## config.mk

```make
export PLATFORM = sky130hd
export DESIGN_NAME = rst_ctrl_flat
export DESIGN_NICKNAME = d
export VERILOG_FILES = /design/src/hw/soc_pkg.sv /design/src/hw/wb_if.sv /design/src/hw/rst_ctrl.sv /design/src/flat_wrapper.sv
export VERILOG_INCLUDE_DIRS = /design/src /design/src/include
export SDC_FILE = /design/constraint.sdc
export NUM_CORES = 1
export LEC_CHECK = 0
export ABC_AREA = 1
export BUFFER_PORTS_ARGS = -buffer_cell sky130_fd_sc_hd__buf_2
export CAP_MARGIN = 25
export CELL_PAD_IN_SITES_DETAIL_PLACEMENT = 2
export CELL_PAD_IN_SITES_GLOBAL_PLACEMENT = 2
export CORE_UTILIZATION = 28
export DETAILED_ROUTE_END_ITERATION = 8
export PLACE_DENSITY_LB_ADDON = 0.1
export SETUP_SLACK_MARGIN = 0.15
export SLEW_MARGIN = 20
export SYNTH_ARGS = -nofsm -noshare
export SYNTH_HDL_FRONTEND = slang
export SYNTH_SLANG_ARGS = --single-unit
export TNS_END_PERCENT = 50
```

## constraint.sdc

```tcl
create_clock -name clk -period 2.1 [get_ports clk]
set_input_delay 0.105 -clock clk [delete_from_list [all_inputs] [get_ports clk]]
set_output_delay 0.105 -clock clk [all_outputs]
set_load 0.02 [all_outputs]
```

## src/include/soc_defs.svh

```systemverilog
// shared bus widths, address map and boot defaults for the bus subsystem
// include this before any file that needs a width or a base address
`ifndef SOC_DEFS_SVH
`define SOC_DEFS_SVH

// bus widths
`define SOC_ADDR_W          32
`define SOC_DATA_W          32

// low address bits decoded inside one slave window (128 KB windows)
`define SOC_WIN_W           17

// slave base addresses
`define SOC_RAM_BASE        32'h1000_0000
`define SOC_RST_BASE        32'hC000_0000
`define SOC_GPIO_BASE       32'hD000_0000

// data RAM size in KB
`define SOC_RAM_KB          8

// boot address with the bootloader strap set
`define SOC_BOOT_ROM_ADDR   32'h0000_0000
// boot address from instruction memory otherwise
`define SOC_BOOT_IMEM_ADDR  32'hA000_0000

`endif

```

## src/hw/soc_pkg.sv

```systemverilog
// shared types of the bus subsystem
// referenced with scoped names from the RTL and the testbench
`include "soc_defs.svh"

package soc_pkg;

  // one bus address
  typedef logic [`SOC_ADDR_W-1:0] wb_addr_t;

  // one bus data word
  typedef logic [`SOC_DATA_W-1:0] wb_data_t;

  // byte lane selects, one bit per byte of a word
  typedef logic [`SOC_DATA_W/8-1:0] wb_sel_t;

  // gpio output register
  typedef logic [7:0] gpio_t;

  // address decoder FSM
  typedef enum logic [1:0] {
    DEC_IDLE,
    DEC_BUSY,
    DEC_ERR
  } dec_state_t;

endpackage

```

## src/hw/wb_if.sv

```systemverilog
// Wishbone classic link between the address decoder and one slave
// the decoder takes the master modport, each slave the slave modport
`timescale 1ns/100ps

interface wb_if;

  // request, driven by the master
  logic               cyc;
  logic               stb;
  logic               we;
  soc_pkg::wb_addr_t  adr;
  soc_pkg::wb_data_t  dat_w;
  soc_pkg::wb_sel_t   sel;

  // response, driven by the slave
  soc_pkg::wb_data_t  dat_r;
  logic               ack;
  logic               err;

  modport master (
    output cyc,
    output stb,
    output we,
    output adr,
    output dat_w,
    output sel,
    input  dat_r,
    input  ack,
    input  err
  );

  modport slave (
    input  cyc,
    input  stb,
    input  we,
    input  adr,
    input  dat_w,
    input  sel,
    output dat_r,
    output ack,
    output err
  );

endinterface

```

## src/hw/rst_ctrl.sv

```systemverilog
// reset controller slave, boot address register and core reset pulse
// offset 0 boot address (rw), offset 4 command (wo, bit 0 pulses cpu_reset_o)
// the boot address reset value follows the bootloader strap
`timescale 1ns/100ps
`include "soc_defs.svh"

module rst_ctrl (
  input  logic              clk,
  input  logic              reset_i,
  input  logic              bootloader_i,
  wb_if.slave               bus,
  output soc_pkg::wb_addr_t boot_addr_o,
  output logic              cpu_reset_o
);

  localparam int LANES = `SOC_DATA_W / 8;

  logic [`SOC_WIN_W-1:0] off;
  logic                  req;
  logic                  is_boot;
  logic                  is_cmd;
  logic                  ack_q;
  logic                  cpu_rst_q;
  soc_pkg::wb_addr_t     boot_q;
  soc_pkg::wb_data_t     rdata_q;

  assign req     = bus.cyc && bus.stb && !ack_q;
  assign off     = bus.adr[`SOC_WIN_W-1:0];
  assign is_boot = (off == '0);
  assign is_cmd  = (off == `SOC_WIN_W'h4);

  always_ff @(posedge clk) begin
    if (reset_i) begin
      ack_q     <= 1'b0;
      cpu_rst_q <= 1'b0;
      // strap picks the boot source
      boot_q    <= bootloader_i ? `SOC_BOOT_ROM_ADDR : `SOC_BOOT_IMEM_ADDR;
    end else begin
      ack_q     <= req;
      // req is high one cycle per access, so this is a pulse
      cpu_rst_q <= req && bus.we && is_cmd && bus.sel[0] && bus.dat_w[0];
      if (req && bus.we && is_boot) begin
        for (int b = 0; b < LANES; b++) begin
          if (bus.sel[b]) begin
            boot_q[b*8 +: 8] <= bus.dat_w[b*8 +: 8];
          end
        end
      end
    end
  end

  // command register reads back as zero
  always_ff @(posedge clk) begin
    if (req) begin
      rdata_q <= is_boot ? boot_q : '0;
    end
  end

  assign bus.dat_r   = rdata_q;
  assign bus.ack     = ack_q;
  assign bus.err     = 1'b0;
  assign boot_addr_o = boot_q;
  assign cpu_reset_o = cpu_rst_q;

endmodule

```

## src/flat_wrapper.sv

```systemverilog
// flat-port wrapper written by rule: the top's interface ports become plain ports
module rst_ctrl_flat 
  (clk, reset_i, bootloader_i, boot_addr_o, cpu_reset_o, bus_cyc, bus_stb, bus_we, bus_adr, bus_dat_w, bus_sel, bus_dat_r, bus_ack, bus_err);
  wb_if bus_i ();
  input  logic clk;
  input  logic reset_i;
  input  logic bootloader_i;
  output soc_pkg::wb_addr_t boot_addr_o;
  output logic cpu_reset_o;
  input wire logic [$bits(bus_i.cyc)-1:0] bus_cyc;
  input wire logic [$bits(bus_i.stb)-1:0] bus_stb;
  input wire logic [$bits(bus_i.we)-1:0] bus_we;
  input wire logic [$bits(bus_i.adr)-1:0] bus_adr;
  input wire logic [$bits(bus_i.dat_w)-1:0] bus_dat_w;
  input wire logic [$bits(bus_i.sel)-1:0] bus_sel;
  output wire logic [$bits(bus_i.dat_r)-1:0] bus_dat_r;
  output wire logic [$bits(bus_i.ack)-1:0] bus_ack;
  output wire logic [$bits(bus_i.err)-1:0] bus_err;
  assign bus_i.cyc = bus_cyc;
  assign bus_i.stb = bus_stb;
  assign bus_i.we = bus_we;
  assign bus_i.adr = bus_adr;
  assign bus_i.dat_w = bus_dat_w;
  assign bus_i.sel = bus_sel;
  assign bus_dat_r = bus_i.dat_r;
  assign bus_ack = bus_i.ack;
  assign bus_err = bus_i.err;
  rst_ctrl u_core (.clk(clk), .reset_i(reset_i), .bootloader_i(bootloader_i), .bus(bus_i), .boot_addr_o(boot_addr_o), .cpu_reset_o(cpu_reset_o));
endmodule
```

# After elaboration in Yosys (flattened, before gate mapping)
# Index checks and enable logic that the tools add are counted.
[op_classes]
eq_ne = 1
muxes = 7
reduce_logical = 18
[op_table]
columns = ["op", "n"]
rows = [
  ["$mux 32", 3],
  ["$mux 8", 4],
  ["$eq 17x3->1 const B", 1],
  ["$logic_not 17->1", 1],
  ["$reduce_bool 2->1", 5],
  ["$reduce_and 2->1", 4],
  ["$logic_and 1x1->1", 7],
  ["$logic_not 1->1", 1],
]
[word_totals]
regBits = 66
out_inout_bits = 67

# Longest topological paths before layout
[logic_depth]
depth_word = 6
mapped_depth = 8

# Least setup slack after synthesis
# No wires, ideal clock.
[synth_timing]
path_kind = "register -> register"
startpoint = "reg u_core.ack_q, in the netlist u_core.bus.ack"
endpoint = "reg u_core.rdata_q[0], in the netlist u_core.bus.dat_r[0], enable pin"
setup_time_ps = 387
arrival_time_ps = 1190
setup_slack_ps = 523
path_stages_with_launch = 4
path_cell_list = "dfxtp_1 -> nor2_1 -> nand2_1 -> inv_1"
[synth_via]
elab_chain_cells = 2
[synth_rtl]
columns = ["item", "line", "source"]
rows = [
  ["start, declared", "rst_ctrl.sv:22", "logic ack_q;"],
  ["start signal, assigned", "rst_ctrl.sv:39", "ack_q <= req;"],
  ["$logic_not 1->1", "rst_ctrl.sv:27", "assign req = bus.cyc && bus.stb && !ack_q;"],
  ["$logic_and 1x1->1", "rst_ctrl.sv:27", ""],
  ["via u_core.req", "rst_ctrl.sv:19", "logic req;"],
  ["end signal, assigned", "rst_ctrl.sv:55", "rdata_q <= is_boot ? boot_q : '0;"],
  ["end, declared", "rst_ctrl.sv:25", "soc_pkg::wb_data_t rdata_q;"],
]
# The timed path passes the listed nets, and every way through them passes these cells.
# A chain may end at the register's enable or synchronous reset.

# Final worst setup path
[layout_timing]
startpoint = "reg u_core.ack_q, in the netlist u_core.bus.ack"
endpoint = "reg u_core.boot_q[9], in the netlist u_core.boot_addr_o[9], enable pin"
[layout_via]
elab_chain_cells = 6
[layout_rtl]
columns = ["item", "line", "source"]
rows = [
  ["$logic_not 1->1", "rst_ctrl.sv:27", ""],
  ["$logic_and 1x1->1", "rst_ctrl.sv:27", ""],
  ["$logic_and 1x1->1 (2 in a row)", "rst_ctrl.sv:42", "if (req && bus.we && is_boot) begin"],
  ["$reduce_bool 2->1 (no source line)", "-", ""],
  ["$reduce_and 2->1 (no source line)", "-", ""],
  ["end signal, assigned", "rst_ctrl.sv:37", "boot_q <= bootloader_i ? `SOC_BOOT_ROM_ADDR : `SOC_BOOT_IMEM_ADDR;"],
  ["end signal, assigned by index", "rst_ctrl.sv:45", "boot_q[b*8 +: 8] <= bus.dat_w[b*8 +: 8];"],
  ["end, declared", "rst_ctrl.sv:24", "soc_pkg::wb_addr_t boot_q;"],
]
# Every way passes these cells.

==> results.py <==
metrics = {
    "run_status": {
        "status": "finished, final reports clean",
    },
    "place": {
        "gp_congestion": 0.667,
        "post-dp-hpwl_um": 5110,
        "dp.cells": 487,
        "port_buffers": 124,
        "place_area_um2": 3430,
    },
    "drt": {
        "via_count": 2035,
        "wl_per_cell_um": 13.3,
        "ant_nets": 0,
        "dr.pass1.iters": 4,
        "vias_per_cell": 4.05,
        "drtIter0Drc": 11,
        "wl_um": 6700,
        "drc": 0,
    },
    "layout": {
        "insertedDiodeCount": 0,
        "final_util_pct": 38.7,
        "area_growth_pct": 33.7,
        "fin_cells": 503,
        "nNetsFinal": 443,
        "drive_gt1_share_pct": 41.2,
        "finalInstanceArea_um2": 3600,
    },
    "cts": {
        "cts_resized": 0,
        "cts.path.max_buffers": 2,
        "clk_latency_ps": 330,
        "root_buffer": "clkbuf_8",
        "clk_pin_slew_worst_paths_ps": 70,
        "cts_buffers": 9,
        "numClockSinks": 66,
        "cts_tree": "yes",
        "htreeDepth": 3,
        "post_cts_buffers": 0,
        "hold_buffers": 0,
    },
    "global_route": {
        "grt_max_degree": 33,
        "grt_pass1_vias": 2159,
        "grt_usage_pct": 14.4,
        "grt_overflow": 0,
        "antenna_found_initial": 1,
        "grt_pass1_wl_um": 10400,
    },
    "synthesis": {
        "ys_seq_elements": 66,
        "syn_nets": 313,
        "yosys_warnings": 0,
        "synth.distinct_cells": 17,
        "seq_area_frac_synth_pct": 72.9,
        "syn_avg_cell_area_um2": 11.3,
        "synthCells": 239,
        "synth_area_um2": 2690,
    },
    "sta": {
        "post-route-min-period_ps": 1590,
        "worst_slew_pin_slew_ps": 712,
        "hold_violations": 0,
        "slew_viol_final": 0,
        "rsz0062_at_grt": "no",
        "setup_viol": 0,
        "clock_skew_ps": 7.23,
        "relSlewSlack_pct": 52.4,
        "fin_setup_tns_ps": 0,
        "period_share_pct": 75.5,
        "max_freq_mhz": 630,
    },
    "floorplanning": {
        "dieArea_um2": 10000,
        "rows": 35,
        "die_y_um": 100,
        "die_w_um": 100,
        "pin_count": 141,
        "start_util_pct": 29.0,
        "core-area_um2": 9280,
    },
    "power_and_ir_drop": {
        "p_per_area_nw_per_um2": 776,
        "vdd_ir_drop_max_mv": 0.230,
        "p_leak_uw": 0.00173,
    },
    "job": {
        "maxCapViolCount": 0,
    },
    "setup_path": {
        "worstSetupStartpointType": "flip-flop",
        "cp.required_ps": 2080,
        "worstPathMaxFanout": 8,
        "crit_type": "reg -> reg",
        "end_kind": "flip-flop",
        "cp_data_arrival_time_ps": 1560,
    },
    "hold_path": {
        "hold_path.class": "in -> reg",
    },
}
## cell usage after synthesis
master	instances	area share (%)
edfxtp_1	64	71
buf_6	3	1.3
nor2_2	11	2.6
nor3b_1	1	0.28
nand4_1	1	0.23
conb_1	1	0.14
nand2_1	13	1.8
nor2_1	61	8.5
inv_2	1	0.14
nor2_4	1	0.42
clkbuf_1	3	0.42
nor3_1	2	0.37
buf_4	1	0.28
or2_2	1	0.23
inv_1	68	9.5
nand3_1	5	0.93
dfxtp_1	2	1.5
## cell type report
| type | instances | area [um2] |
|---|---|---|
| sequential | 66 | 1960 |
| fill | 1057 | 5690 |
| tap | 129 | 161 |
| inverter | 69 | 259 |
| clock buffer | 10 | 128 |
| clock inverter | 6 | 33.8 |
| timing repair buffer | 126 | 636 |
| multi-input combinational | 97 | 417 |
## critical path: stages, from the launching register on
cell,delay (ps)
dfxtp_1,320
nor2_1,90
nand2_1,80
nor2_1,270
nand3_1,120
nand2_1,350
## placed cells by master, fill, tap and decap left out, types with 2 or more instances in the layout
cell type,instances
inv_1,68
nand3_1,5
clkbuf_8,9
nor2_2,11
nor2_1,61
edfxtp_1,64
buf_2,124
clkinvlp_4,2
clkinv_2,3
dfxtp_1,2
nor3_1,2
buf_4,2
nand2_1,13
## sequential cells by signal (all words and copies together), names as in the netlist
signal,count
u_core.cpu_reset_o,1
u_core.bus.ack,1
u_core.boot_addr_o,32
u_core.bus.dat_r,32
## cell families after synthesis
kind of cell | Yosys count | synth area share (%)
buffers and inverters | 76 | 11.6
DFF | 66 | 72.9
other | 1 | 0.139
and+or+nand+nor | 96 | 15.3
## per-stage QoR
| step | setup WS (ps) | power (uW) | hold WS, ps |
|---|---|---|---|
| floorplan | 523 | 1770 | 269 |
| global placement | 560 | 1920 | 381 |
| detailed placement | 497 | 1940 | 378 |
| CTS | 478 | 2850 | 34.7 |
| global route | 350 | 2940 | 44.0 |
| finish | 514 | 2790 | 40.6 |
## per-layer routing
metal	up-vias	wire length [um]	GRT usage [%]
met2	77	3620	26.7
met4	2	94	5.69
met1	968	2560	15.0
met5	-	13	0
li1	978	-	-
met3	10	409	4.46
## final timing paths
| path | startpoint | end | slack [ps] | depth (start not counted) |
|---|---|---|---|---|
| min reg2reg | u_core.bus.ack | u_core.bus.ack | 550 | 3 |
| max | u_core.bus.ack | u_core.boot_addr_o[9] | 510 | 5 |
| max reg2reg | u_core.bus.ack | u_core.boot_addr_o[9] | 510 | 5 |
| min | bus_cyc | u_core.bus.ack | 40 | 3 |
## report_power, final
| part | internal (uW) | switching (uW) |
|---|---|---|
| registers | 1530 | 30.3 |
| logic | 115 | 226 |
| clock network | 418 | 474 |
No activity file was read; power rests on OpenSTA's default activity.
