--- config.mk ---
export PLATFORM = sky130hd
export DESIGN_NAME = gpio_csr_flat
export DESIGN_NICKNAME = d
export VERILOG_FILES = /design/src/hw/soc_pkg.sv /design/src/hw/wb_if.sv /design/src/hw/gpio_csr.sv /design/src/flat_wrapper.sv
export VERILOG_INCLUDE_DIRS = /design/src /design/src/include
export SDC_FILE = /design/constraint.sdc
export NUM_CORES = 1
export LEC_CHECK = 0
export BUFFER_PORTS_ARGS = -buffer_cell sky130_fd_sc_hd__buf_2
export CAP_MARGIN = 20
export CORE_MARGIN = 2
export CORE_UTILIZATION = 30
export CTS_CLUSTER_SIZE = 40
export DETAILED_ROUTE_END_ITERATION = 7
export PLACE_DENSITY = 0.79
export SLEW_MARGIN = 20
export SYNTH_ARGS = -nofsm -noshare
export SYNTH_HDL_FRONTEND = slang
export SYNTH_SLANG_ARGS = --single-unit
--- constraint.sdc ---
create_clock -name clk -period 1.8 [get_ports clk]
set_input_delay 0.27 -clock clk [delete_from_list [all_inputs] [get_ports clk]]
set_output_delay 0.27 -clock clk [all_outputs]
set_load 0.05 [all_outputs]
--- src/include/soc_defs.svh ---
// shared bus widths, address map and boot defaults for the bus subsystem
// include this before any file that needs a width or a base address
`ifndef SOC_DEFS_SVH
`define SOC_DEFS_SVH

// bus widths
`define SOC_ADDR_W          32
`define SOC_DATA_W          32

// low address bits decoded inside one slave window (128 KB windows)
`define SOC_WIN_W           17

// slave base addresses
`define SOC_RAM_BASE        32'h1000_0000
`define SOC_RST_BASE        32'hC000_0000
`define SOC_GPIO_BASE       32'hD000_0000

// data RAM size in KB
`define SOC_RAM_KB          8

// boot address with the bootloader strap set
`define SOC_BOOT_ROM_ADDR   32'h0000_0000
// boot address from instruction memory otherwise
`define SOC_BOOT_IMEM_ADDR  32'hA000_0000

`endif

--- src/hw/soc_pkg.sv ---
// shared types of the bus subsystem
// referenced with scoped names from the RTL and the testbench
`include "soc_defs.svh"

package soc_pkg;

  // one bus address
  typedef logic [`SOC_ADDR_W-1:0] wb_addr_t;

  // one bus data word
  typedef logic [`SOC_DATA_W-1:0] wb_data_t;

  // byte lane selects, one bit per byte of a word
  typedef logic [`SOC_DATA_W/8-1:0] wb_sel_t;

  // gpio output register
  typedef logic [7:0] gpio_t;

  // address decoder FSM
  typedef enum logic [1:0] {
    DEC_IDLE,
    DEC_BUSY,
    DEC_ERR
  } dec_state_t;

endpackage

--- src/hw/wb_if.sv ---
// Wishbone classic link between the address decoder and one slave
// the decoder takes the master modport, each slave the slave modport
`timescale 1ns/100ps

interface wb_if;

  // request, driven by the master
  logic               cyc;
  logic               stb;
  logic               we;
  soc_pkg::wb_addr_t  adr;
  soc_pkg::wb_data_t  dat_w;
  soc_pkg::wb_sel_t   sel;

  // response, driven by the slave
  soc_pkg::wb_data_t  dat_r;
  logic               ack;
  logic               err;

  modport master (
    output cyc,
    output stb,
    output we,
    output adr,
    output dat_w,
    output sel,
    input  dat_r,
    input  ack,
    input  err
  );

  modport slave (
    input  cyc,
    input  stb,
    input  we,
    input  adr,
    input  dat_w,
    input  sel,
    output dat_r,
    output ack,
    output err
  );

endinterface

--- src/hw/gpio_csr.sv ---
// gpio control register slave driving the 8-bit output
// lane 0 of a write at any offset sets the output, reads zero-extend it
`timescale 1ns/100ps
`include "soc_defs.svh"

module gpio_csr (
  input  logic           clk,
  input  logic           reset_i,
  wb_if.slave            bus,
  output soc_pkg::gpio_t gpio_o
);

  logic              req;
  logic              ack_q;
  soc_pkg::gpio_t    gpio_q;
  soc_pkg::wb_data_t rdata_q;

  assign req = bus.cyc && bus.stb && !ack_q;

  always_ff @(posedge clk) begin
    if (reset_i) begin
      ack_q  <= 1'b0;
      gpio_q <= '0;
    end else begin
      ack_q <= req;
      // output commits at the ack edge, request still held by the master
      if (ack_q && bus.we && bus.sel[0]) begin
        gpio_q <= bus.dat_w[7:0];
      end
    end
  end

  // read word, upper bits zero
  always_ff @(posedge clk) begin
    if (req) begin
      rdata_q <= {{(`SOC_DATA_W-8){1'b0}}, gpio_q};
    end
  end

  assign bus.dat_r = rdata_q;
  assign bus.ack   = ack_q;
  assign bus.err   = 1'b0;
  assign gpio_o    = gpio_q;

endmodule

--- src/flat_wrapper.sv ---
// flat-port wrapper written by rule: the top's interface ports become plain ports
module gpio_csr_flat 
  (clk, reset_i, gpio_o, bus_cyc, bus_stb, bus_we, bus_adr, bus_dat_w, bus_sel, bus_dat_r, bus_ack, bus_err);
  wb_if bus_i ();
  input  logic clk;
  input  logic reset_i;
  output soc_pkg::gpio_t gpio_o;
  input wire logic [$bits(bus_i.cyc)-1:0] bus_cyc;
  input wire logic [$bits(bus_i.stb)-1:0] bus_stb;
  input wire logic [$bits(bus_i.we)-1:0] bus_we;
  input wire logic [$bits(bus_i.adr)-1:0] bus_adr;
  input wire logic [$bits(bus_i.dat_w)-1:0] bus_dat_w;
  input wire logic [$bits(bus_i.sel)-1:0] bus_sel;
  output wire logic [$bits(bus_i.dat_r)-1:0] bus_dat_r;
  output wire logic [$bits(bus_i.ack)-1:0] bus_ack;
  output wire logic [$bits(bus_i.err)-1:0] bus_err;
  assign bus_i.cyc = bus_cyc;
  assign bus_i.stb = bus_stb;
  assign bus_i.we = bus_we;
  assign bus_i.adr = bus_adr;
  assign bus_i.dat_w = bus_dat_w;
  assign bus_i.sel = bus_sel;
  assign bus_dat_r = bus_i.dat_r;
  assign bus_ack = bus_i.ack;
  assign bus_err = bus_i.err;
  gpio_csr u_core (.clk(clk), .reset_i(reset_i), .bus(bus_i), .gpio_o(gpio_o));
endmodule
After elaboration in Yosys (flattened, before gate mapping)
Cells that the tools add are included.
{"block": "op_classes", "add_sub_neg": 0, "n_mul": 0, "n_div": 0, "order_cmp": 0, "n_eq_ne": 0, "shifts": 0, "n_mux": 0, "n_bitwise": 0, "reduce_logical": 5}
{"op": "$logic_and A1 B1 Y1", "count": 4}
{"op": "$logic_not A1 Y1", "count": 1}
{"block": "totals", "reg_bits": 17, "latchBits": 0, "mem_bits_rw": 0, "rom_bits": 0, "output_inout_bits": 42, "memories": 0}

Longest topological paths before layout
Gate-level depths: netlist of the first run.
{"block": "depth", "word_depth": 2, "mapped_depth": 3, "depth_no_buf": 2}

Least setup slack after synthesis of the first run
Ideal clock, no wire load.
{"block": "synth_timing", "kind": "register -> register", "from": "register u_core.ack_q (netlist: u_core.bus.ack)", "to": "register u_core.rdata_q[0] (netlist: u_core.bus.dat_r[0]), enable pin", "arrival_ps": 933, "required_ps": 1430, "slack_ps": 497, "stages_incl_launch_ff": 2, "n_path_buf": 0, "synth_period_minus_slack_ps": 1303, "path_cell_list": "dfxtp_1 -> nor2_1"}
{"block": "synth_via", "elab_chain_cells": 2}
{"element": "from (decl)", "line": "gpio_csr.sv:14", "source": "logic ack_q;"}
{"element": "from (signal assigned)", "line": "gpio_csr.sv:25", "source": "ack_q <= req;"}
{"element": "$logic_not A1 Y1", "line": "gpio_csr.sv:18", "source": "assign req = bus.cyc && bus.stb && !ack_q;"}
{"element": "$logic_and A1 B1 Y1", "line": "gpio_csr.sv:18"}
{"element": "net u_core.req", "line": "gpio_csr.sv:13", "source": "logic req;"}
{"element": "to (signal assigned)", "line": "gpio_csr.sv:36", "source": "rdata_q <= {{(`SOC_DATA_W-8){1'b0}}, gpio_q};"}
{"element": "to (decl)", "line": "gpio_csr.sv:16", "source": "soc_pkg::wb_data_t rdata_q;"}
The timed path passes the listed nets, and every way through them passes these cells.
A chain may end at the register's enable or synchronous reset.

Worst setup path in the final report of the first run
{"block": "layout_timing", "from": "register u_core.gpio_q[6] (netlist: u_core.gpio_o[6])", "to": "output port gpio_o[6]"}
{"element": "from (decl)", "line": "gpio_csr.sv:15", "source": "soc_pkg::gpio_t gpio_q;"}
{"element": "from (signal assigned)", "line": "gpio_csr.sv:28", "source": "gpio_q <= bus.dat_w[7:0];"}
{"element": "to (decl)", "line": "flat_wrapper.sv:7", "source": "output soc_pkg::gpio_t gpio_o;"}
No word-level cell between the ends.

==> reports/metrics.csv, run 1 <==
stage,metric,value,unit
critical_path,cp-end-kind,primary output,
critical_path,path_cells,buf_2,
logic_synthesis,yosysTopAreaCellShare,29.05,%
die,start_util,30.79,%
min_path,worstHoldEndpoint,u_core.gpio_o[7],
die,design.die.area,0.003193,mm2
pwr,p_per_area,858.5,mW/mm2
cts,clk_latency,0.28,ns
routing,drt-wirelength-per-cell,9.581,um
die,row_count,19,
routing,drt_iter0_drc,17,
cts,clockBufferDepth,2,
die,die_x,56.51,um
die,die_h,56.51,um
placed_design,io_buffers,30,
final_layout,fin_util,34.84,%
placed_design,dp_hpwl,1046,um
routing,drc,0,
critical_path,slowest_delay,0.38,ns
final_layout,multi_input_area,292.8,um2
min_path,hold_depth,3,
final_layout,final_nets,179,
critical_path,reg2reg_slack,0.62,ns
pwr,p_sw,276.3,uW
cts,cts_resized,0,
timing,whs,0.2403,ns
grt,grt_pass1_wl,2007,um
pwr,combPwrFrac,24.4,%
timing,finalMaxSlewViolations,0,
cts,cts.hold.buffers_added,0,
routing,drtAntennaViolNets,0,
logic_synthesis,syn_inst,73,
cts,h-tree-depth,1,
final_layout,drive_gt1_share,32.38,%
logic_synthesis,seq_area_frac_synth,50.83,%
logic_synthesis,synth_cell_types,12,
die,core,0.002686,mm2
critical_path,crit_fanout,3,
routing,route.final.wire_length,1303,um
logic_synthesis,avgSynthCellArea,11.33,um2
final_layout,regArea,420.4,um2
logic_synthesis,ys_ff_latch,17,
cts,cts.sinks,17,
critical_path,cp_num_buf_inv,1,
final_layout,syn2layout_area_growth,13.16,%
routing,first_pass_iters,4,
pwr,max-vdd-ir-drop,402.9,uV
logic_synthesis,syn_area,827.0,um2
critical_path,rr_endpoint,u_core.gpio_o[0],
timing,skew,0.0009209,ns
placed_design,gp_congestion,0.7530,
critical_path,critPathKind,flop to primary output,
logic_synthesis,yosysWarnings,0,
critical_path,rr_worst_depth,2,
critical_path,cp.arrival,0.94,ns
cts,cts_buffers,3,
timing,setup_violations,0,
critical_path,critical_path_required,1.53,ns
critical_path,r2r-start,u_core.bus.ack,
routing,viasPerCell,3.993,
timing,fin_setup_tns,0,ns
die,ioPinCount,115,
timing,rsz0062_at_grt,no,
grt,antenna_found_initial,0,
cts,path_clk_slew,0.08,ns
logic_synthesis,synth_area_leaders,"edfxtp_1 29%, buf_4 23%, dfxtp_1 22%",
grt,grt_pass1_vias,442,
min_path,min_from,bus_dat_w[7],
timing,fin_crit_sh,67.35,%
routing,vias,543,
status,status,"complete, no violations",
timing,fmax,824.9,MHz
critical_path,cp_top_family,flip-flops,
cts,tritoncts,built,
grt,grt_max_degree,18,
grt,grt.total_usage,8.462,%
job,drv_cap,0,
timing,fin_crit,1.212,ns
timing,finalHoldViolations,0,
final_layout,n_fill_cell,261,
pwr,p_seq_share,51.9,%
final_layout,n_antenna_cell,0,
pwr,internal_power,527.2,uW
min_path,hold_path.class,primary input to flop,
cts,cts_setup_buffers,0,
critical_path,slowest_stage,dfxtp_1,
pwr,p_leak,0.0004416,uW
logic_synthesis,synth_top_cell_by_area,edfxtp_1,
cts,clockRootBuffer,clkbuf_4,
pwr,switching_share,34.39,%
critical_path,critPathLaunch,u_core.gpio_o[6],
grt,grt_remaining_overflow,0,
pwr,clockPowerShare,23.7,%
critical_path,worstSetupStartpointType,flop,
synthesized netlist by cell type:
master / n
nor2_1: 1
conb_1: 1
dfxtp_1: 9
edfxtp_1: 8
buf_6: 1
nand2_1: 1
nor3_1: 1
nand2b_1: 16
buf_4: 25
mux2i_1: 8
and3_1: 1
buf_2: 1
placed cells by master (no fill, tap or decap), drive strengths merged:
cell    count
and3        1
buf        31
clkbuf      4
conb       25
dfxtp       9
edfxtp      8
mux2i       8
nand2       1
nand2b     16
nor2        1
nor3        1
logic make-up (layout without fill, tap and decap cells):
logic type             Yosys count  in the layout  synth area share [%]
other                            1             25                0.4534
buffers and inverters           27             35                 24.66
DFF                             17             17                 50.83
muxes                            8              8                 9.683
and+or+nand+nor                 20             20                 14.37
layer usage:
layer | vias up | track usage [%] | share of wire [%]
met4 | 0 | 7.143 | 3.4
met3 | 4 | 1.843 | 16
met2 | 48 | 14.62 | 47
li1 | 250 | - | -
met1 | 241 | 8.501 | 34
met5 | - | 0 | 0
flip-flops by register name, summed over array words and instances (netlist names):
register	count
u_core.bus.ack	1
u_core.bus.dat_r	8
u_core.gpio_o	8
final cells by class:
type | instances | area share [%]
flip-flops and latches | 17 | 44.92
clock buffers | 4 | 2.807
multi-input cells | 53 | 31.28
well taps | 31 | 4.144
repair buffers | 31 | 16.84
worst max path at each step:
| stage | endpoint | slack, ns | depth (start not counted) |
|---|---|---|---|
| 2_1_floorplan | u_core.bus.dat_r[0] | 0.50 | 1 |
| 3_3_place_gp | u_core.gpio_o[4] | 0.68 | 2 |
| 3_5_place_dp | u_core.gpio_o[0] | 0.60 | 2 |
| 4_1_cts | u_core.gpio_o[0] | 0.58 | 2 |
| 5_1_grt | u_core.gpio_o[0] | 0.51 | 2 |
| 6_report | gpio_o[6] | 0.59 | 1 |
through the flow:
| stage | setup slack, ns | cells | cell area [um2] | power (uW) |
|---|---|---|---|---|
| finish | 0.5877 | 136 | 935.9 | 803.5 |
| global placement | 0.6816 | 132 | 909.6 | 619.3 |
| detailed placement | 0.5981 | 132 | 909.6 | 621.3 |
| global route | 0.5066 | 136 | 935.9 | 835.5 |
| floorplan | 0.4966 | 97 | 917.1 | 636.4 |
| CTS | 0.5785 | 136 | 935.9 | 811.7 |
worst register-to-register path, stage by stage, from the launching register on:
cell and delay [ns]:
dfxtp_1 0.37, and3_1 0.48, mux2i_1 0.26
power groups by stage:
stage | logic, uW | registers, uW | clock network, uW
3_5_place_dp | 195 | 426 | 0
2_1_floorplan | 175 | 461 | 0
3_3_place_gp | 194 | 426 | 0
5_1_grt | 203 | 419 | 214
6_report | 196 | 417 | 191
4_1_cts | 195 | 417 | 199
(Power assumes the default switching activity.)
==> inputs of run 2 (changes only) <==
clock period = 1.3 ns   (was 1.8 ns; I/O delays follow)
==> run 2 against run 1 <==
Against the previous run:
- via count down 3.5%
- routed wire length down 2.8%
- non-clock buffer count unchanged
- clock-buffer cell count unchanged
- clock skew up 0.0033 ns
- final area up 0.27%
- final cell count unchanged
- power up 39%
- clock power up 42%
- combinational power up 38%
- largest cell class unchanged
==> reports/metrics.csv, run 2 (synthesized netlist as in run 1, its figures left out) <==
stage,metric,value,unit,change
final_layout,stdcell_count,136,,unchanged
cts,clockBufferDepth,2,,unchanged
critical_path,cp_top_family,flip-flops,,unchanged
die,ioPinCount,115,,unchanged
placed_design,dp_hpwl,985.1,um,was 1046 um
critical_path,slowest_stage,dfxtp_1,,unchanged
die,design.die.area,0.003193,mm2,unchanged
critical_path,cp.arrival,0.97,ns,was 0.94 ns
timing,finalHoldViolations,0,,unchanged
status,status,"complete, no violations",,unchanged
cts,h-tree-depth,1,,unchanged
final_layout,mostFrequentLayoutCell,buf_2,,unchanged
die,core,0.002686,mm2,unchanged
die,row_count,19,,unchanged
final_layout,n_fill_cell,269,,was 261
grt,grt_remaining_overflow,0,,unchanged
placed_design,gp_congestion,0.7201,,was 0.7530
pwr,max-vdd-ir-drop,594.9,uV,was 402.9 uV
placed_design,io_buffers,30,,unchanged
pwr,total_power,1119,uW,was 803.5 uW
grt,grt.total_usage,7.600,%,was 8.462%
critical_path,critical_path_cell_count,1,,unchanged
placed_design,place_inst,132,,unchanged
grt,antenna_found_initial,0,,unchanged
grt,grt_pass1_wl,1869,um,was 2007 um
critical_path,worstSetupStartpointType,flop,,unchanged
die,die_h,56.51,um,unchanged
timing,fin_crit,1.169,ns,
critical_path,slowest_delay,0.40,ns,was 0.38 ns
timing,fin_setup_tns,0,ns,unchanged
routing,drc,0,,unchanged
cts,cts_resized,0,,unchanged
cts,cts_buffers,3,,unchanged
critical_path,cp-end-kind,primary output,,unchanged
pwr,p_per_area,1193,mW/mm2,was 858.5 mW/mm2
final_layout,final_nets,179,,unchanged
routing,drt_iter0_drc,21,,was 17
critical_path,path_cells,buf_2,,unchanged
min_path,hold_depth,3,,unchanged
routing,route.final.wire_length,1266,um,was 1303 um
die,start_util,30.79,%,unchanged
critical_path,cp_num_buf_inv,1,,unchanged
critical_path,crit_fanout,4,,was 3
job,drv_cap,0,,unchanged
cts,path_clk_slew,0.09,ns,was 0.08 ns
routing,first_pass_iters,4,,unchanged
cts,clockRootBuffer,clkbuf_4,,unchanged
grt,grt_pass1_vias,402,,was 442
routing,drt-wirelength-per-cell,9.309,um,was 9.581 um
timing,rsz0062_at_grt,no,,unchanged
final_layout,drive_gt1_share,33.33,%,was 32.38%
grt,grt_max_degree,18,,unchanged
critical_path,critical_path_required,1.11,ns,was 1.53 ns
critical_path,critPathKind,flop to primary output,,unchanged
cts,tritoncts,built,,unchanged
cts,clk_latency,0.29,ns,was 0.28 ns
timing,fmax,855.3,MHz,
final_layout,n_antenna_cell,0,,unchanged
routing,viasPerCell,3.853,,was 3.993
timing,whs,0.1575,ns,was 0.2403 ns
cts,cts_setup_buffers,0,,unchanged
final_layout,syn2layout_area_growth,13.46,%,was 13.16%
timing,setup_violations,0,,unchanged
critical_path,rr_worst_depth,1,,was 2
min_path,hold_path.class,primary input to flop,,unchanged
cts,cts.hold.buffers_added,0,,unchanged
pwr,p_leak,0.0004417,uW,was 0.0004416 uW
routing,drtAntennaViolNets,0,,unchanged
timing,fin_crit_sh,89.93,%,
cts,cts.sinks,17,,unchanged
final_layout,mostFrequentLayoutCells,"30 x buf_2, 25 x conb_1, 16 x nand2b_1, 9 x dfxtp_1",,unchanged
die,die_x,56.51,um,unchanged
routing,vias,524,,was 543
timing,finalMaxSlewViolations,0,,unchanged
timing,skew,0.004183,ns,was 0.0009209 ns
run 2: changes by cell type in the layout (fill, tap and decap cells not counted):
cell / previous run / this run
nor2_1: 1 / 0
nor2_2: 0 / 1
run 2: final cells by class:
class / count / area (um2) / share of cell area, %
clock buffers: 4 / 26.28 / 2.800
multi-input cells: 53 / 295.3 / 31.47
flip-flops and latches: 17 / 420.4 / 44.80
well taps: 31 / 38.79 / 4.133
repair buffers: 31 / 157.7 / 16.80
run 2: metal layers:
layer	up-vias	GRT usage [%]	wire length (um)
met4	0	5.102	31
met1	227	9.091	498
met2	44	11.96	535
met3	3	1.843	200
li1	250	-	-
met5	-	0	0
run 2: where the power goes:
group	switching [uW]	total (uW)	internal, uW
registers	5.36	578	572
logic	233	271	37.2
clock network	152	271	119
total	390	1120	729
run 2: worst paths after layout:
check / slack (ns) / to / startpoint
worst max-delay path: 0.13 / bus_ack / u_core.bus.ack
worst min-delay path: 0.16 / u_core.gpio_o[5] / bus_dat_w[5]
worst max register to register: 0.20 / u_core.bus.dat_r[6] / u_core.bus.ack
worst min register to register: 0.46 / u_core.bus.dat_r[2] / u_core.gpio_o[2]
run 2: metrics by stage:
stage / util, % / instance area [um2] / worst slack (ns)
after floorplan: - / 919.6 / 0.02399
after global placement: 33.95 / 912.1 / 0.2682
after detailed placement: 33.95 / 912.1 / 0.2314
after CTS: 34.93 / 938.4 / 0.1164
after global routing: 34.93 / 938.4 / 0.09336
final: 34.93 / 938.4 / 0.1309
==> inputs of run 3 (changes only) <==
clock period = 1.2 ns   (was 1.3 ns; I/O delays follow)
==> run 3 against run 2 <==
Against the previous run:
- critical path depth unchanged
- via count rose by 0.38%
- setup slack got worse by 0.024 ns
- combinational power up 8.1%
- critical endpoint is now gpio_o[0]
- register-to-register slack got worse by 0.06 ns
==> reports/metrics.csv, run 3 (synthesized netlist as in run 1, its figures left out) <==
stage,metric,value,unit,change
cts,cts_buffers,3,,unchanged
routing,vias,526,,was 524
final_layout,mostFrequentLayoutCell,buf_2,,unchanged
timing,finalMaxSlewViolations,0,,unchanged
critical_path,slowest_delay,0.36,ns,was 0.40 ns
cts,cts_resized,0,,unchanged
cts,clk_latency,0.28,ns,was 0.29 ns
grt,antenna_found_initial,0,,unchanged
placed_design,gp_congestion,0.7024,,was 0.7201
job,drv_cap,0,,unchanged
die,design.die.area,0.003193,mm2,unchanged
timing,setup_slack,0.1070,ns,was 0.1309 ns
critical_path,critPathKind,flop to primary output,,unchanged
min_path,hold_path.class,primary input to flop,,unchanged
critical_path,cp.arrival,0.91,ns,was 0.97 ns
timing,setup_violations,0,,unchanged
pwr,p_leak,0.0004421,uW,was 0.0004417 uW
routing,route.final.wire_length,1292,um,was 1266 um
critical_path,worstSetupStartpointType,flop,,unchanged
critical_path,cp_top_family,flip-flops,,unchanged
final_layout,syn2layout_area_growth,13.62,%,was 13.46%
cts,cts.sinks,17,,unchanged
grt,grt_max_degree,18,,unchanged
cts,clockRootBuffer,clkbuf_4,,unchanged
final_layout,mostFrequentLayoutCells,"30 x buf_2, 25 x conb_1, 16 x nand2b_1",,"was 30 x buf_2, 25 x conb_1, 16 x nand2b_1, 9 x dfxtp_1"
final_layout,final_nets,179,,unchanged
routing,drc,0,,unchanged
timing,finalHoldViolations,0,,unchanged
pwr,max-vdd-ir-drop,542.6,uV,was 594.9 uV
cts,cts.hold.buffers_added,0,,unchanged
critical_path,cp-end-kind,primary output,,unchanged
status,status,"complete, no violations",,unchanged
critical_path,critical_path_required,1.02,ns,was 1.11 ns
timing,fin_crit_sh,91.09,%,
routing,first_pass_iters,3,,was 4
timing,rsz0062_at_grt,no,,unchanged
die,die_h,56.51,um,unchanged
critical_path,crit_fanout,3,,was 4
grt,grt_pass1_wl,1966,um,was 1869 um
grt,grt_pass1_vias,447,,was 402
grt,grt.total_usage,8.089,%,was 7.600%
routing,drt_iter0_drc,23,,was 21
placed_design,io_buffers,30,,unchanged
die,row_count,19,,unchanged
timing,skew,0.002240,ns,was 0.004183 ns
cts,cts_setup_buffers,0,,unchanged
routing,drt-wirelength-per-cell,9.500,um,was 9.309 um
die,core,0.002686,mm2,unchanged
grt,grt_remaining_overflow,0,,unchanged
final_layout,drive_gt1_share,34.29,%,was 33.33%
die,die_x,56.51,um,unchanged
placed_design,pre_cts_ws,0.1614,ns,was 0.2314 ns
cts,path_clk_slew,0.09,ns,about the same
cts,h-tree-depth,1,,unchanged
timing,fin_crit,1.093,ns,
cts,clockBufferDepth,2,,unchanged
routing,viasPerCell,3.868,,was 3.853
cts,tritoncts,built,,unchanged
timing,fin_setup_tns,0,ns,unchanged
die,start_util,30.79,%,unchanged
placed_design,dp_hpwl,1016,um,was 985.1 um
die,ioPinCount,115,,unchanged
critical_path,cp_num_buf_inv,1,,unchanged
critical_path,path_cells,buf_2,,unchanged
final_layout,n_antenna_cell,0,,unchanged
pwr,p_per_area,1281,mW/mm2,was 1193 mW/mm2
critical_path,slowest_stage,dfxtp_1,,unchanged
timing,fmax,914.9,MHz,
routing,drtAntennaViolNets,0,,unchanged
==> run 3: cell count changes in the layout (fill, tap and decap cells not counted) <==
cell     before  now
dfxtp_1       9    8
dfxtp_2       0    1
==> run 3: tightest hold or removal path, stage by stage <==
cell and delay (ns):
buf_2 0.09, nand2b_1 0.06, mux2i_1 0.06
==> run 3: stage by stage <==
step / cell area, um2 / total power [uW] / std cells / utilization (%) / hold slack, ns
after floorplan: 920.9 / 955.7 / 97 / - / 0.3347
after global placement: 913.4 / 928.9 / 132 / 34.00 / 0.4284
after detailed placement: 913.4 / 931.7 / 132 / 34.00 / 0.4374
after CTS: 939.7 / 1213 / 136 / 34.98 / 0.1515
after global routing: 939.7 / 1270 / 136 / 34.98 / 0.1435
final: 939.7 / 1204 / 136 / 34.98 / 0.1558
==> run 3: per-layer routing <==
layer  part of all wire, %  up-vias  global-route usage, %
met5                     0        -                      0
met4                  0.62        0                  6.122
li1                      -      249                      -
met2                    44       47                  13.29
met3                    16        2                  2.074
met1                    39      228                  8.828
==> run 3: worst paths after layout <==
path	startpoint	endpoint	slack, ns	cells after the start
max	u_core.gpio_o[0]	gpio_o[0]	0.11	1
min	bus_dat_w[3]	u_core.gpio_o[3]	0.16	3
max reg2reg	u_core.bus.ack	u_core.bus.dat_r[6]	0.14	1
min reg2reg	u_core.bus.ack	u_core.bus.ack	0.45	1
==> run 3: cell type report <==
class / count / area (um2)
multi-input combinational: 53 / 295.3
clock buffer: 4 / 26.28
timing repair buffer: 31 / 157.7
fill: 277 / 1747
tap: 31 / 38.79
sequential: 17 / 421.7
==> run 3: report_power, final <==
part / total [uW] / switching, uW / internal [uW]
combinational: 293 / 253 / 40.3
sequential: 626 / 5.68 / 620
clock: 285 / 156 / 129
